File: config.mk
export PLATFORM = sky130hd
export DESIGN_NAME = fetch_unit
export DESIGN_NICKNAME = d
export VERILOG_FILES = /design/src/sprite_core_pkg.sv /design/src/fetch_unit.sv
export VERILOG_INCLUDE_DIRS = /design/src
export SDC_FILE = /design/constraint.sdc
export NUM_CORES = 1
export LEC_CHECK = 0
export BUFFER_PORTS_ARGS = -buffer_cell sky130_fd_sc_hd__buf_2
export CAP_MARGIN = 20
export CORE_AREA = 2 2 39 41
export CTS_CLUSTER_DIAMETER = 100
export DETAILED_ROUTE_END_ITERATION = 12
export DIE_AREA = 0 0 41 43
export PLACE_DENSITY = 0.68
export SETUP_SLACK_MARGIN = 0.02
export SYNTH_ARGS = -nofsm -noshare
export SYNTH_HDL_FRONTEND = slang
export SYNTH_SLANG_ARGS = --single-unit
File: constraint.sdc
create_clock -name pixel_clk_in -period 1.6 [get_ports pixel_clk_in]
set_clock_uncertainty 0.2 [all_clocks]
set_input_delay 0.08 -clock pixel_clk_in [delete_from_list [all_inputs] [get_ports pixel_clk_in]]
set_output_delay 0.08 -clock pixel_clk_in [all_outputs]
set_load 0.02 [all_outputs]
File: src/sprite_core_defines.svh
`ifndef SPRITE_CORE_DEFINES_SVH
`define SPRITE_CORE_DEFINES_SVH

// Datapath and instruction widths
`define SC_XLEN        32
`define SC_ILEN        36

// Storage sizes
`define SC_NUM_REGS    32
`define SC_NUM_SPRITES 64
`define SC_NUM_FIELDS  8
`define SC_PROG_DEPTH  64  // Also the halt address

// Canvas of 320 x 240 with 8 animation frames
`define SC_X_W         9
`define SC_Y_W         8
`define SC_FRAME_W     3

`endif

File: src/sprite_core_pkg.sv
`include "sprite_core_defines.svh"

package sprite_core_pkg;

  typedef enum logic [7:0] {
    OP_NOP   = 8'h00,
    OP_LI    = 8'h01,
    OP_ADDI  = 8'h02,
    OP_SUBI  = 8'h03,
    OP_ADD   = 8'h04,
    OP_SUB   = 8'h05,  // Saturates at zero
    OP_SPLI  = 8'h10,
    OP_SPADD = 8'h11,
    OP_LISP  = 8'h12,
    OP_BEQ   = 8'h20,
    OP_BNE   = 8'h21,
    OP_JMP   = 8'h22
  } opcode_e;

  typedef struct packed {
    logic                               pad;
    logic [11:0]                        imm;  // Branch target for BEQ, BNE, JMP
    logic [$clog2(`SC_NUM_REGS)-1:0]    rs2;
    logic [$clog2(`SC_NUM_REGS)-1:0]    rs1;
    logic [$clog2(`SC_NUM_REGS)-1:0]    rd;
    opcode_e                            opcode;
  } reg_fmt_t;

  typedef struct packed {
    logic [1:0]                         pad;
    logic [11:0]                        imm;
    logic [$clog2(`SC_NUM_REGS)-1:0]    rs1;  // Destination for LISP
    logic [$clog2(`SC_NUM_FIELDS)-1:0]  field;
    logic [$clog2(`SC_NUM_SPRITES)-1:0] sprite_id;
    opcode_e                            opcode;
  } spr_fmt_t;

  typedef union packed {
    reg_fmt_t r;
    spr_fmt_t s;
  } instr_u;

  typedef struct packed {
    logic                               we;
    logic [$clog2(`SC_PROG_DEPTH)-1:0]  addr;
    logic [`SC_ILEN-1:0]                data;
  } prog_wr_t;

  typedef struct packed {
    logic                               valid;
    logic                               to_sprite;
    logic [$clog2(`SC_NUM_REGS)-1:0]    rd;
    logic [$clog2(`SC_NUM_SPRITES)-1:0] sprite_id;
    logic [$clog2(`SC_NUM_FIELDS)-1:0]  field;
    logic [`SC_XLEN-1:0]                data;
  } ex_result_t;

  typedef struct packed {
    logic                               taken;
    logic [$clog2(`SC_PROG_DEPTH)-1:0]  target;
  } redirect_t;

  typedef struct packed {
    logic                               valid;
    logic [`SC_X_W-1:0]                 x;
    logic [`SC_Y_W-1:0]                 y;
    logic [`SC_FRAME_W-1:0]             frame;
  } sprite_out_t;

endpackage

File: src/fetch_unit.sv
`include "sprite_core_defines.svh"

module fetch_unit
  import sprite_core_pkg::*;
(
  input  logic                              pixel_clk_in,
  input  logic                              rst_in,
  input  redirect_t                         redirect,
  input  logic                              ex_valid,
  output logic [$clog2(`SC_PROG_DEPTH)-1:0] fetch_pc,
  output logic                              ifetch_valid,
  output logic                              halted
);

  logic [$clog2(`SC_PROG_DEPTH):0] pc;  // Extra bit to reach the halt address
  logic                            pc_done;
  logic                            drained;

  assign pc_done  = (pc == `SC_PROG_DEPTH);
  assign drained  = pc_done && !ifetch_valid && !ex_valid;
  assign fetch_pc = pc[$clog2(`SC_PROG_DEPTH)-1:0];

  always_ff @(posedge pixel_clk_in) begin
    if (rst_in) begin
      pc           <= '0;
      ifetch_valid <= 1'b0;
      halted       <= 1'b0;
    end else begin
      if (redirect.taken) begin
        pc <= {1'b0, redirect.target};
      end else if (!pc_done) begin
        pc <= pc + 1'b1;
      end
      ifetch_valid <= !pc_done && !redirect.taken;  // Squash the fetch behind a taken branch
      if (drained) begin
        halted <= 1'b1;  // Sticky until reset
      end
    end
  end

endmodule

==> impl_metrics.toml, run 1 <==
[worst_hold_path]
hp-start = "redirect[6]"
min_path_type = "in2reg"
min_path_cells = 2
hold-path-endpoint = "pc[3]$_SDFFE_PP0P_"

[setup_path]
cp-end-kind = "flip-flop"
rrSetupSlack_ps = 110
reg2reg_depth = 5
max_stage_delay_ps = 380
worst-path-max-fanout = 5
worstSetupPathType = "reg2reg"
regToRegEndpoint = "pc[1]$_SDFFE_PP0P_"
cp-start-kind = "flip-flop"
crit_required_ps = 1550
cp_slowest_cell = "dfxtp_4"
r2r_start = "pc[0]$_SDFFE_PP0P_"
cp.arrival_ps = 1430
crit_path_cell_trace = "inv_1, ha_1, nor2b_1, and2_4, o311a_1"

[pwr]
combPwrFrac_pct = 22.5
pwr-share-clk_pct = 31.4
power.density_nw_per_um2 = 720.1
switching_share_pct = 28.17
power_frac_seq_pct = 46.1
worst_ir_drop_vdd_mv = 0.4383
p_switching_uw = 156.6
internal-power_uw = 399.3
p_leak_uw = 0.0003338

[synth]
synthMuxAreaShare_pct = 0
yosys.area.top_type = "dfxtp_1"
synth_top_family_by_area = "simple AND/OR/NAND/NOR gates"
ys_top_cells_by_area = "dfxtp_1 (35%), buf_4 (8.7%), ha_1 (4.9%), nand3_1 (3.9%), inv_1 (3.6%)"
yosysWarnings = 0
yosysTopAreaCellShare_pct = 34.95
ys_ff_latch = 9
synth-simple-area-share_pct = 23.79
synth_area_sq_um = 515.5
syn-num-nets = 74
syn_inst = 62
synth-xor-area-share_pct = 5.097
synth_edf_count = 0
yosysSeqAreaShare_pct = 34.95
synth_area_per_cell_sq_um = 8.314
ys_types = 26
yosys.cell_count.top_type = "dfxtp_1"
synth_commonest_cells = "dfxtp_1 (9), buf_4 (6), inv_1 (5), nor2_1 (5)"
synthAdderAreaFrac_pct = 4.854
synth_compound_area_share_pct = 17.48
ys.flop_type = "dfxtp_1"
async_flop_share_pct = 0

[global_route]
gr-usage-met2_pct = 25.00
gr-max-usage-layer = "met2"
antenna_found_initial = 0
met3_usage_pct = 3.141
grt_overflow_total = 0
met1_usage_pct = 22.83
grt_max_degree = 13
grt_first_pass_wirelength_um = 2063
grt.total_usage_pct = 16.97
grt_pass1_vias = 501

[cts]
ctsHtreeMaxLevel = 1
clkLatencyLatePin_ps = 250
cts_setup_buffers = 0
clock-root-buffer = "clkbuf_4"
clkSlewWorstSetupHoldPaths_ps = 60
cts_tree = "built"
cts.sinks = 9
clock_path_buffers = 2
cts_buffers = 3

[layout]
syn2layout_area_growth_pct = 49.76
n_antenna_cell = 0
fin_nets = 104
fin_util_pct = 55.79
drive_gt1_share_pct = 37.36

[timing]
worst_slew_pin_slew_ps = 365.9
fin_setup_tns_ps = 0
rsz0062_at_grt = "no"
max_slew_margin_pct = 75.54
maxSlewViolCount = 0
timing.hold.ws_ps = -1.160
period_needed_ps = 1486
hold_viol = 1
max_freq_ghz = 0.6731
setup_violations = 0
finalCritPeriodShare_pct = 92.85

[status]
violations = "negative hold slack"
status = "finished, violations left"

[place]
dpl.hpwl_um = 748.7
port_buffers = 17
gp_congestion = 0.7500

[floorplan]
fp-row-count = 14
core_sq_um = 1384
fp.dieArea_sq_um = 1763
die_w_um = 41
io_pins = 18
initial_core_util_pct = 37.25
die_h_um = 43

[routing]
wl_per_cell_um = 10.92
drc_errors = 0
drt_iter0_markers = 9
ant_nets = 0
vias = 520
wirelength_um = 1168
first_pass_iters = 6
vias_per_cell = 4.860

[job]
drv_cap = 0
## cells in the final DEF, fill, tap and decap left out
cell type,instances
inv_1,5
a31oi_1,1
a311oi_1,1
buf_2,17
nor2b_1,1
and2_4,1
nor2_1,5
nand3_2,1
nand2_1,4
dfxtp_4,2
a21oi_1,3
buf_4,6
or3_1,2
clkbuf_1,1
nor3b_1,1
ha_1,1
nor4b_2,1
clkbuf_4,3
a211o_1,1
o221ai_1,1
a211oi_1,1
a211oi_2,1
nand3_1,4
or3_4,1
ha_4,1
o21a_1,1
o311a_1,1
xnor2_1,2
nor3_1,1
dfxtp_1,7
o21ai_0,2
xor2_1,1
dlygate4sd3_1,10
## timing repair
item | 4_1_cts | 5_1_grt
hold buffers | 10 | 0
gates resized for setup | 1 | 8
endpoints found under the setup margin | 1 | 2
endpoints found under the hold margin | 9 | 0
pin swaps | 0 | 0
## metrics by stage
stage / hold WS (ps) / instances / total power [uW] / cell area [sq um] / worst slack, ps
after floorplan: 24.59 / 62 / 332.3 / 515.5 / 84.76
after global placement: 135.1 / 93 / 361.8 / 613.1 / 45.08
after detailed placement: 133.3 / 93 / 363.6 / 613.1 / 31.27
after CTS: 4.354 / 107 / 557.1 / 740.7 / 25.31
after global routing: 33.87 / 107 / 588.7 / 772.0 / 40.55
final: -1.160 / 107 / 555.9 / 772.0 / 114.3
## kinds of logic (layout without fill, tap and decap cells)
family,Yosys count,after routing
AO/OA/AOI/OAI,13,13
XOR/XNOR,3,3
adder cells (fa/ha/maj),2,2
buffers and inverters,13,42
flip-flops,9,9
AND/OR/NAND/NOR,22,22
## worst max-delay path: cells and delay by family, from the launching register on
family | cells | cell delay [ps]
fa+ha+maj | 1 | 170
compound gates | 1 | 270
buf+inv | 1 | 50
simple gates | 2 | 290
flops | 1 | 380
## layer usage
layer	vias to the layer above	wire length [um]
li1	269	-
met1	233	497
met5	-	0
met2	16	615
met3	2	47
met4	0	8
## cell type report
class / instances / area, sq um
sequential: 9 / 187.7
inverter: 5 / 18.77
timing repair buffer: 33 / 230.2
fill: 131 / 611.8
tap: 16 / 20.02
multi-input combinational: 40 / 289.0
clock buffer: 4 / 26.28
## flip-flops by register name (all words and copies together), names as in the netlist
name	count
ifetch_valid	1
halted	1
pc	7
## how the worst max path moves through the flow
stage                            start                 end  slack, ps  cells after the start
global placement    pc[0]$_SDFFE_PP0P_  pc[1]$_SDFFE_PP0P_         50                      5
floorplan           pc[0]$_SDFFE_PP0P_  pc[6]$_SDFFE_PP0P_         80                      4
finish              pc[0]$_SDFFE_PP0P_  pc[1]$_SDFFE_PP0P_        110                      5
detailed placement  pc[0]$_SDFFE_PP0P_  pc[6]$_SDFFE_PP0P_         30                      4
CTS                 pc[1]$_SDFFE_PP0P_  pc[6]$_SDFFE_PP0P_         30                      4
global route        pc[0]$_SDFFE_PP0P_  pc[1]$_SDFFE_PP0P_         40                      5
## power groups by stage
stage	Combinational, uW	Clock [uW]	Sequential [uW]
after CTS	124	179	254
after global placement	104	0	258
final	125	174	256
after floorplan	73.4	0	259
after global routing	141	188	259
after detailed placement	105	0	259
(Power assumes the default switching activity.)
==> inputs of run 2 (changes only) <==
--- a/config.mk
+++ b/config.mk
@@ -9,10 +9,12 @@
 export BUFFER_PORTS_ARGS = -buffer_cell sky130_fd_sc_hd__buf_2
 export CAP_MARGIN = 20
 export CORE_AREA = 2 2 39 41
+export CTS_BUF_LIST = sky130_fd_sc_hd__clkbuf_4 sky130_fd_sc_hd__clkbuf_8 sky130_fd_sc_hd__clkbuf_16
 export CTS_CLUSTER_DIAMETER = 100
 export DETAILED_ROUTE_END_ITERATION = 12
 export DIE_AREA = 0 0 41 43
 export PLACE_DENSITY = 0.68
+export RECOVER_POWER = 100
 export SETUP_SLACK_MARGIN = 0.02
 export SYNTH_ARGS = -nofsm -noshare
 export SYNTH_HDL_FRONTEND = slang
==> impl_metrics.toml, run 2 (same netlist as run 1, synthesis figures left out) <==
[timing]
period_needed_ps = 1504
finalCritPeriodShare_pct = 93.97
maxSlewViolCount = 0
setup_violations = 0
max_freq_ghz = 0.6651
timing.hold.ws_ps = 0.3894
worst_slack_ps = 96.47
rsz0062_at_grt = "no"
hold_viol = 0
max_slew_margin_pct = 70.19
worst_slew_pin_slew_ps = 447.2
fin_setup_tns_ps = 0

[place]
port_buffers = 17
dpl_cell_area_sq_um = 613.1
dpl.hpwl_um = 748.7
pre_cts_ws_ps = 31.27
gp_congestion = 0.7500

[setup_path]
crit_required_ps = 1550
worst-path-max-fanout = 5
cp-end-kind = "flip-flop"
worstSetupPathType = "reg2reg"
cp.arrival_ps = 1450
cp-start-kind = "flip-flop"

[cts]
clock_path_buffers = 2
clock-root-buffer = "clkbuf_4"
cts_buffers = 3
clkSlewWorstSetupHoldPaths_ps = 60
cts.sinks = 9
cts_tree = "built"
cts_setup_buffers = 0
ctsHtreeMaxLevel = 1
clkLatencyLatePin_ps = 260

[floorplan]
die_h_um = 43
fp-row-count = 14
core_sq_um = 1384
die_w_um = 41
fp.dieArea_sq_um = 1763
io_pins = 18
initial_core_util_pct = 37.25

[routing]
first_pass_iters = 5
vias_per_cell = 4.925
wl_per_cell_um = 10.99
drt_iter0_markers = 7
wirelength_um = 1176
ant_nets = 0
vias = 527
drc_errors = 0

[layout]
drive_gt1_share_pct = 28.57
fin_util_pct = 54.97
multi_input_comb_area_sq_um = 284.0
syn2layout_area_growth_pct = 47.57
final_cell_mix = "dlygate4sd3_1 (10), buf_2 (9), clkbuf_1 (8)"
design_area_sq_um = 760.7
num-fill-cells = 136
n_antenna_cell = 0
largest_reg_flops = 7
final_common_cell = "dlygate4sd3_1"
regArea_sq_um = 187.7
top_register = "pc"
largestRegisters = "pc (7), halted (1), ifetch_valid (1)"
fin_nets = 104

[global_route]
grt_pass1_vias = 509
grt_first_pass_wirelength_um = 2090
grt.total_usage_pct = 17.17
grt_overflow_total = 0
antenna_found_initial = 0
grt_max_degree = 13

[pwr]
p_leak_uw = 0.0003069
power.density_nw_per_um2 = 751.1
worst_ir_drop_vdd_mv = 0.4110

[status]
status = "complete, no violations"

[job]
drv_cap = 0

[worst_hold_path]
min_path_type = "in2reg"
## run 2: cell types whose count changed in the layout (fill, tap and decap cells not counted)
cell | previous run | this run
a211oi_1 | 1 | 2
clkbuf_1 | 1 | 8
clkbuf_4 | 3 | 5
buf_2 | 17 | 9
buf_4 | 6 | 5
a211oi_2 | 1 | 0
## run 2: final timing paths
path	startpoint	end	slack [ps]	cells after the start
worst max-delay path	pc[0]$_SDFFE_PP0P_	pc[1]$_SDFFE_PP0P_	100	5
worst min-delay path	redirect[6]	pc[3]$_SDFFE_PP0P_	0.4	2
worst max register to register	pc[0]$_SDFFE_PP0P_	pc[1]$_SDFFE_PP0P_	100	5
worst min register to register	halted$_SDFFE_PP0P_	halted$_SDFFE_PP0P_	280	2
## run 2: stage by stage
step	std cells	power, uW
final	107	571.4
after global routing	107	602.9
after CTS	107	575.1
after detailed placement	93	363.6
after global placement	93	361.8
after floorplan	62	332.3
## run 2: where the power goes
part	switching, uW	internal, uW	total, uW	leakage, uW
logic	59.6	62.8	122	0.000213
registers	19.1	237	256	0.0000755
clock network	79.5	113	193	0.0000184
total	158	413	571	0.000307
## run 2: layout make-up
class	instances	share of cell area, %
Clock buffer	4	3.947
Inverter	5	2.467
Multi-Input combinational cell	40	37.34
Sequential cell	9	24.67
Tap cell	16	2.632
Timing Repair Buffer	33	28.95
## run 2: critical path, cell delays in order (launching register included)
cell,delay [ps]
dfxtp_4,390
inv_1,60
ha_1,180
nor2b_1,150
and2_4,160
o311a_1,270
## run 2: routing by layer
layer	up-vias	wire, um	global-route usage [%]
li1	268	-	-
met1	238	511	22.83
met2	19	596	25.62
met3	2	55	3.141
met4	0	13	8.000
met5	-	0	0
## run 2: repair_timing
action                                  CTS  global route
endpoints found under the setup margin    2             2
gates resized for setup                   1             8
hold buffers                             10             0
endpoints found under the hold margin     9             0
==> inputs of run 3 (changes only) <==
--- a/config.mk
+++ b/config.mk
@@ -13,9 +13,9 @@
 export CTS_CLUSTER_DIAMETER = 100
 export DETAILED_ROUTE_END_ITERATION = 12
 export DIE_AREA = 0 0 41 43
-export PLACE_DENSITY = 0.68
+export PLACE_DENSITY = 0.65
 export RECOVER_POWER = 100
-export SETUP_SLACK_MARGIN = 0.02
+export SETUP_SLACK_MARGIN = 0.4
 export SYNTH_ARGS = -nofsm -noshare
 export SYNTH_HDL_FRONTEND = slang
 export SYNTH_SLANG_ARGS = --single-unit
==> constraint.sdc (replaced) <==
create_clock -name pixel_clk_in -period 1.9 [get_ports pixel_clk_in]
set_clock_uncertainty 0.2 [all_clocks]
set_input_delay 0.095 -clock pixel_clk_in [delete_from_list [all_inputs] [get_ports pixel_clk_in]]
set_output_delay 0.095 -clock pixel_clk_in [all_outputs]
set_load 0.02 [all_outputs]
==> impl_metrics.toml, run 3 (same netlist as run 1, synthesis figures left out) <==
[global_route]
grt_max_degree = 13
grt.total_usage_pct = 16.92
grt_first_pass_wirelength_um = 1987
grt_pass1_vias = 475
antenna_found_initial = 0
grt_overflow_total = 0

[setup_path]
max_stage_delay_ps = 500
cp_slowest_cell = "dfxtp_1"
worst-path-max-fanout = 6
crit_required_ps = 1850
cp.arrival_ps = 1580
crit_path_cell_trace = "inv_2, ha_1, nor2b_4, and2_4, o311a_1"
cp-end-kind = "flip-flop"
crit_family = "flip-flops"
cp-start-kind = "flip-flop"
cp_num_buf_inv = 1
regToRegEndpoint = "pc[1]$_SDFFE_PP0P_"
worstSetupPathType = "reg2reg"
r2r_start = "pc[1]$_SDFFE_PP0P_"
reg2reg_depth = 5
rrSetupSlack_ps = 270

[routing]
first_pass_iters = 4
drt_iter0_markers = 11
wirelength_um = 1294
drc_errors = 0
ant_nets = 0
wl_per_cell_um = 12.56
vias_per_cell = 5.097
vias = 525

[timing]
finalCritPeriodShare_pct = 85.94
max_slew_margin_pct = 65.50
period_needed_ps = 1633
max_freq_ghz = 0.6124
fin_setup_tns_ps = 0
worst_slew_pin_slew_ps = 516.1
maxSlewViolCount = 0
rsz0062_at_grt = "yes"
hold_viol = 0
worst_slack_ps = 267.1
setup_violations = 0

[floorplan]
die_w_um = 41
fp-row-count = 14
core_sq_um = 1384
die_h_um = 43
io_pins = 18
initial_core_util_pct = 37.25
fp.dieArea_sq_um = 1763

[place]
pre_cts_ws_ps = 294.6
gp_congestion = 0.7701
port_buffers = 17
dpl.hpwl_um = 734.2

[layout]
top_register = "pc"
fin_nets = 100
final_cell_mix = "buf_2 (11), dlygate4sd3_1 (10), dfxtp_1 (8)"
final_common_cell = "buf_2"
fin_util_pct = 53.62
largest_reg_flops = 7
drive_gt1_share_pct = 31.03
n_antenna_cell = 0
syn2layout_area_growth_pct = 43.93
largestRegisters = "pc (7), halted (1), ifetch_valid (1)"

[worst_hold_path]
hp-start = "redirect[6]"
hold-path-endpoint = "pc[3]$_SDFFE_PP0P_"
min_path_cells = 2
min_path_type = "in2reg"

[cts]
cts_buffers = 3
clock-root-buffer = "clkbuf_4"
clock_path_buffers = 2
ctsHtreeMaxLevel = 1
cts_tree = "built"
clkSlewWorstSetupHoldPaths_ps = 70
clkLatencyLatePin_ps = 260
cts.sinks = 9

[pwr]
power.density_nw_per_um2 = 659.4
power_uw = 489.2
worst_ir_drop_vdd_mv = 0.3888
p_leak_uw = 0.0002980

[job]
drv_cap = 0

[status]
status = "complete, no violations"
==> run 3: changes by cell type in the layout (fill, tap and decap cells not counted), moves of 2 or more <==
cell and change:
buf_2 +2, buf_4 -3, clkbuf_1 -2, inv_1 -2, inv_2 +2
==> run 3: timing repair <==
| item | CTS | global route |
|---|---|---|
| buffers inserted | 1 | 1 |
| setup endpoints to repair | 3 | 4 |
| hold buffers | 10 | 0 |
| endpoints found under the hold margin | 9 | 0 |
| pin swaps | 0 | 4 |
| gates resized for setup | 7 | 9 |
==> run 3: worst register-to-register path, stage by stage, from the launching register on <==
cell	delay, ps
dfxtp_1	500
inv_2	50
ha_1	180
nor2b_4	130
and2_4	150
o311a_1	310
==> run 3: routing by layer <==
metal / wire, um / vias up / GRT usage [%]
met3: 74 / 2 / 3.665
met5: 0 / - / 0
met4: 15 / 0 / 12.67
met2: 627 / 17 / 25.94
met1: 576 / 244 / 19.16
li1: - / 262 / -
==> run 3: area by class of cell <==
| cell class | instances | area [sq um] |
|---|---|---|
| clock buffers | 4 | 30.03 |
| repair buffers | 29 | 192.7 |
| fillers | 143 | 641.9 |
| flip-flops and latches | 9 | 183.9 |
| well taps | 16 | 20.02 |
| multi-input cells | 40 | 296.5 |
| inverters | 5 | 18.77 |
==> run 3: through the flow <==
stage	std cells	cell area, sq um	hold slack, ps
floorplan	62	519.2	39.59
global placement	87	571.8	149.2
detailed placement	87	571.8	150.3
CTS	102	734.5	9.683
global route	103	742.0	47.48
finish	103	742.0	27.68
==> run 3: worst max-delay path by stage <==
stage | start | slack, ps | to | cells after the start
floorplan | pc[1]$_SDFFE_PP0P_ | 390 | pc[6]$_SDFFE_PP0P_ | 4
global placement | pc[1]$_SDFFE_PP0P_ | 290 | pc[6]$_SDFFE_PP0P_ | 4
detailed placement | pc[1]$_SDFFE_PP0P_ | 290 | pc[6]$_SDFFE_PP0P_ | 4
CTS | pc[1]$_SDFFE_PP0P_ | 370 | pc[6]$_SDFFE_PP0P_ | 4
global route | pc[1]$_SDFFE_PP0P_ | 200 | pc[1]$_SDFFE_PP0P_ | 5
finish | pc[1]$_SDFFE_PP0P_ | 270 | pc[1]$_SDFFE_PP0P_ | 5
==> run 3: report_power, final <==
| part | leakage [uW] | switching [uW] | internal, uW |
|---|---|---|---|
| registers | 0.0000749 | 19.0 | 200 |
| logic | 0.000205 | 50.2 | 52.8 |
| clock network | 0.0000184 | 72.2 | 95.3 |
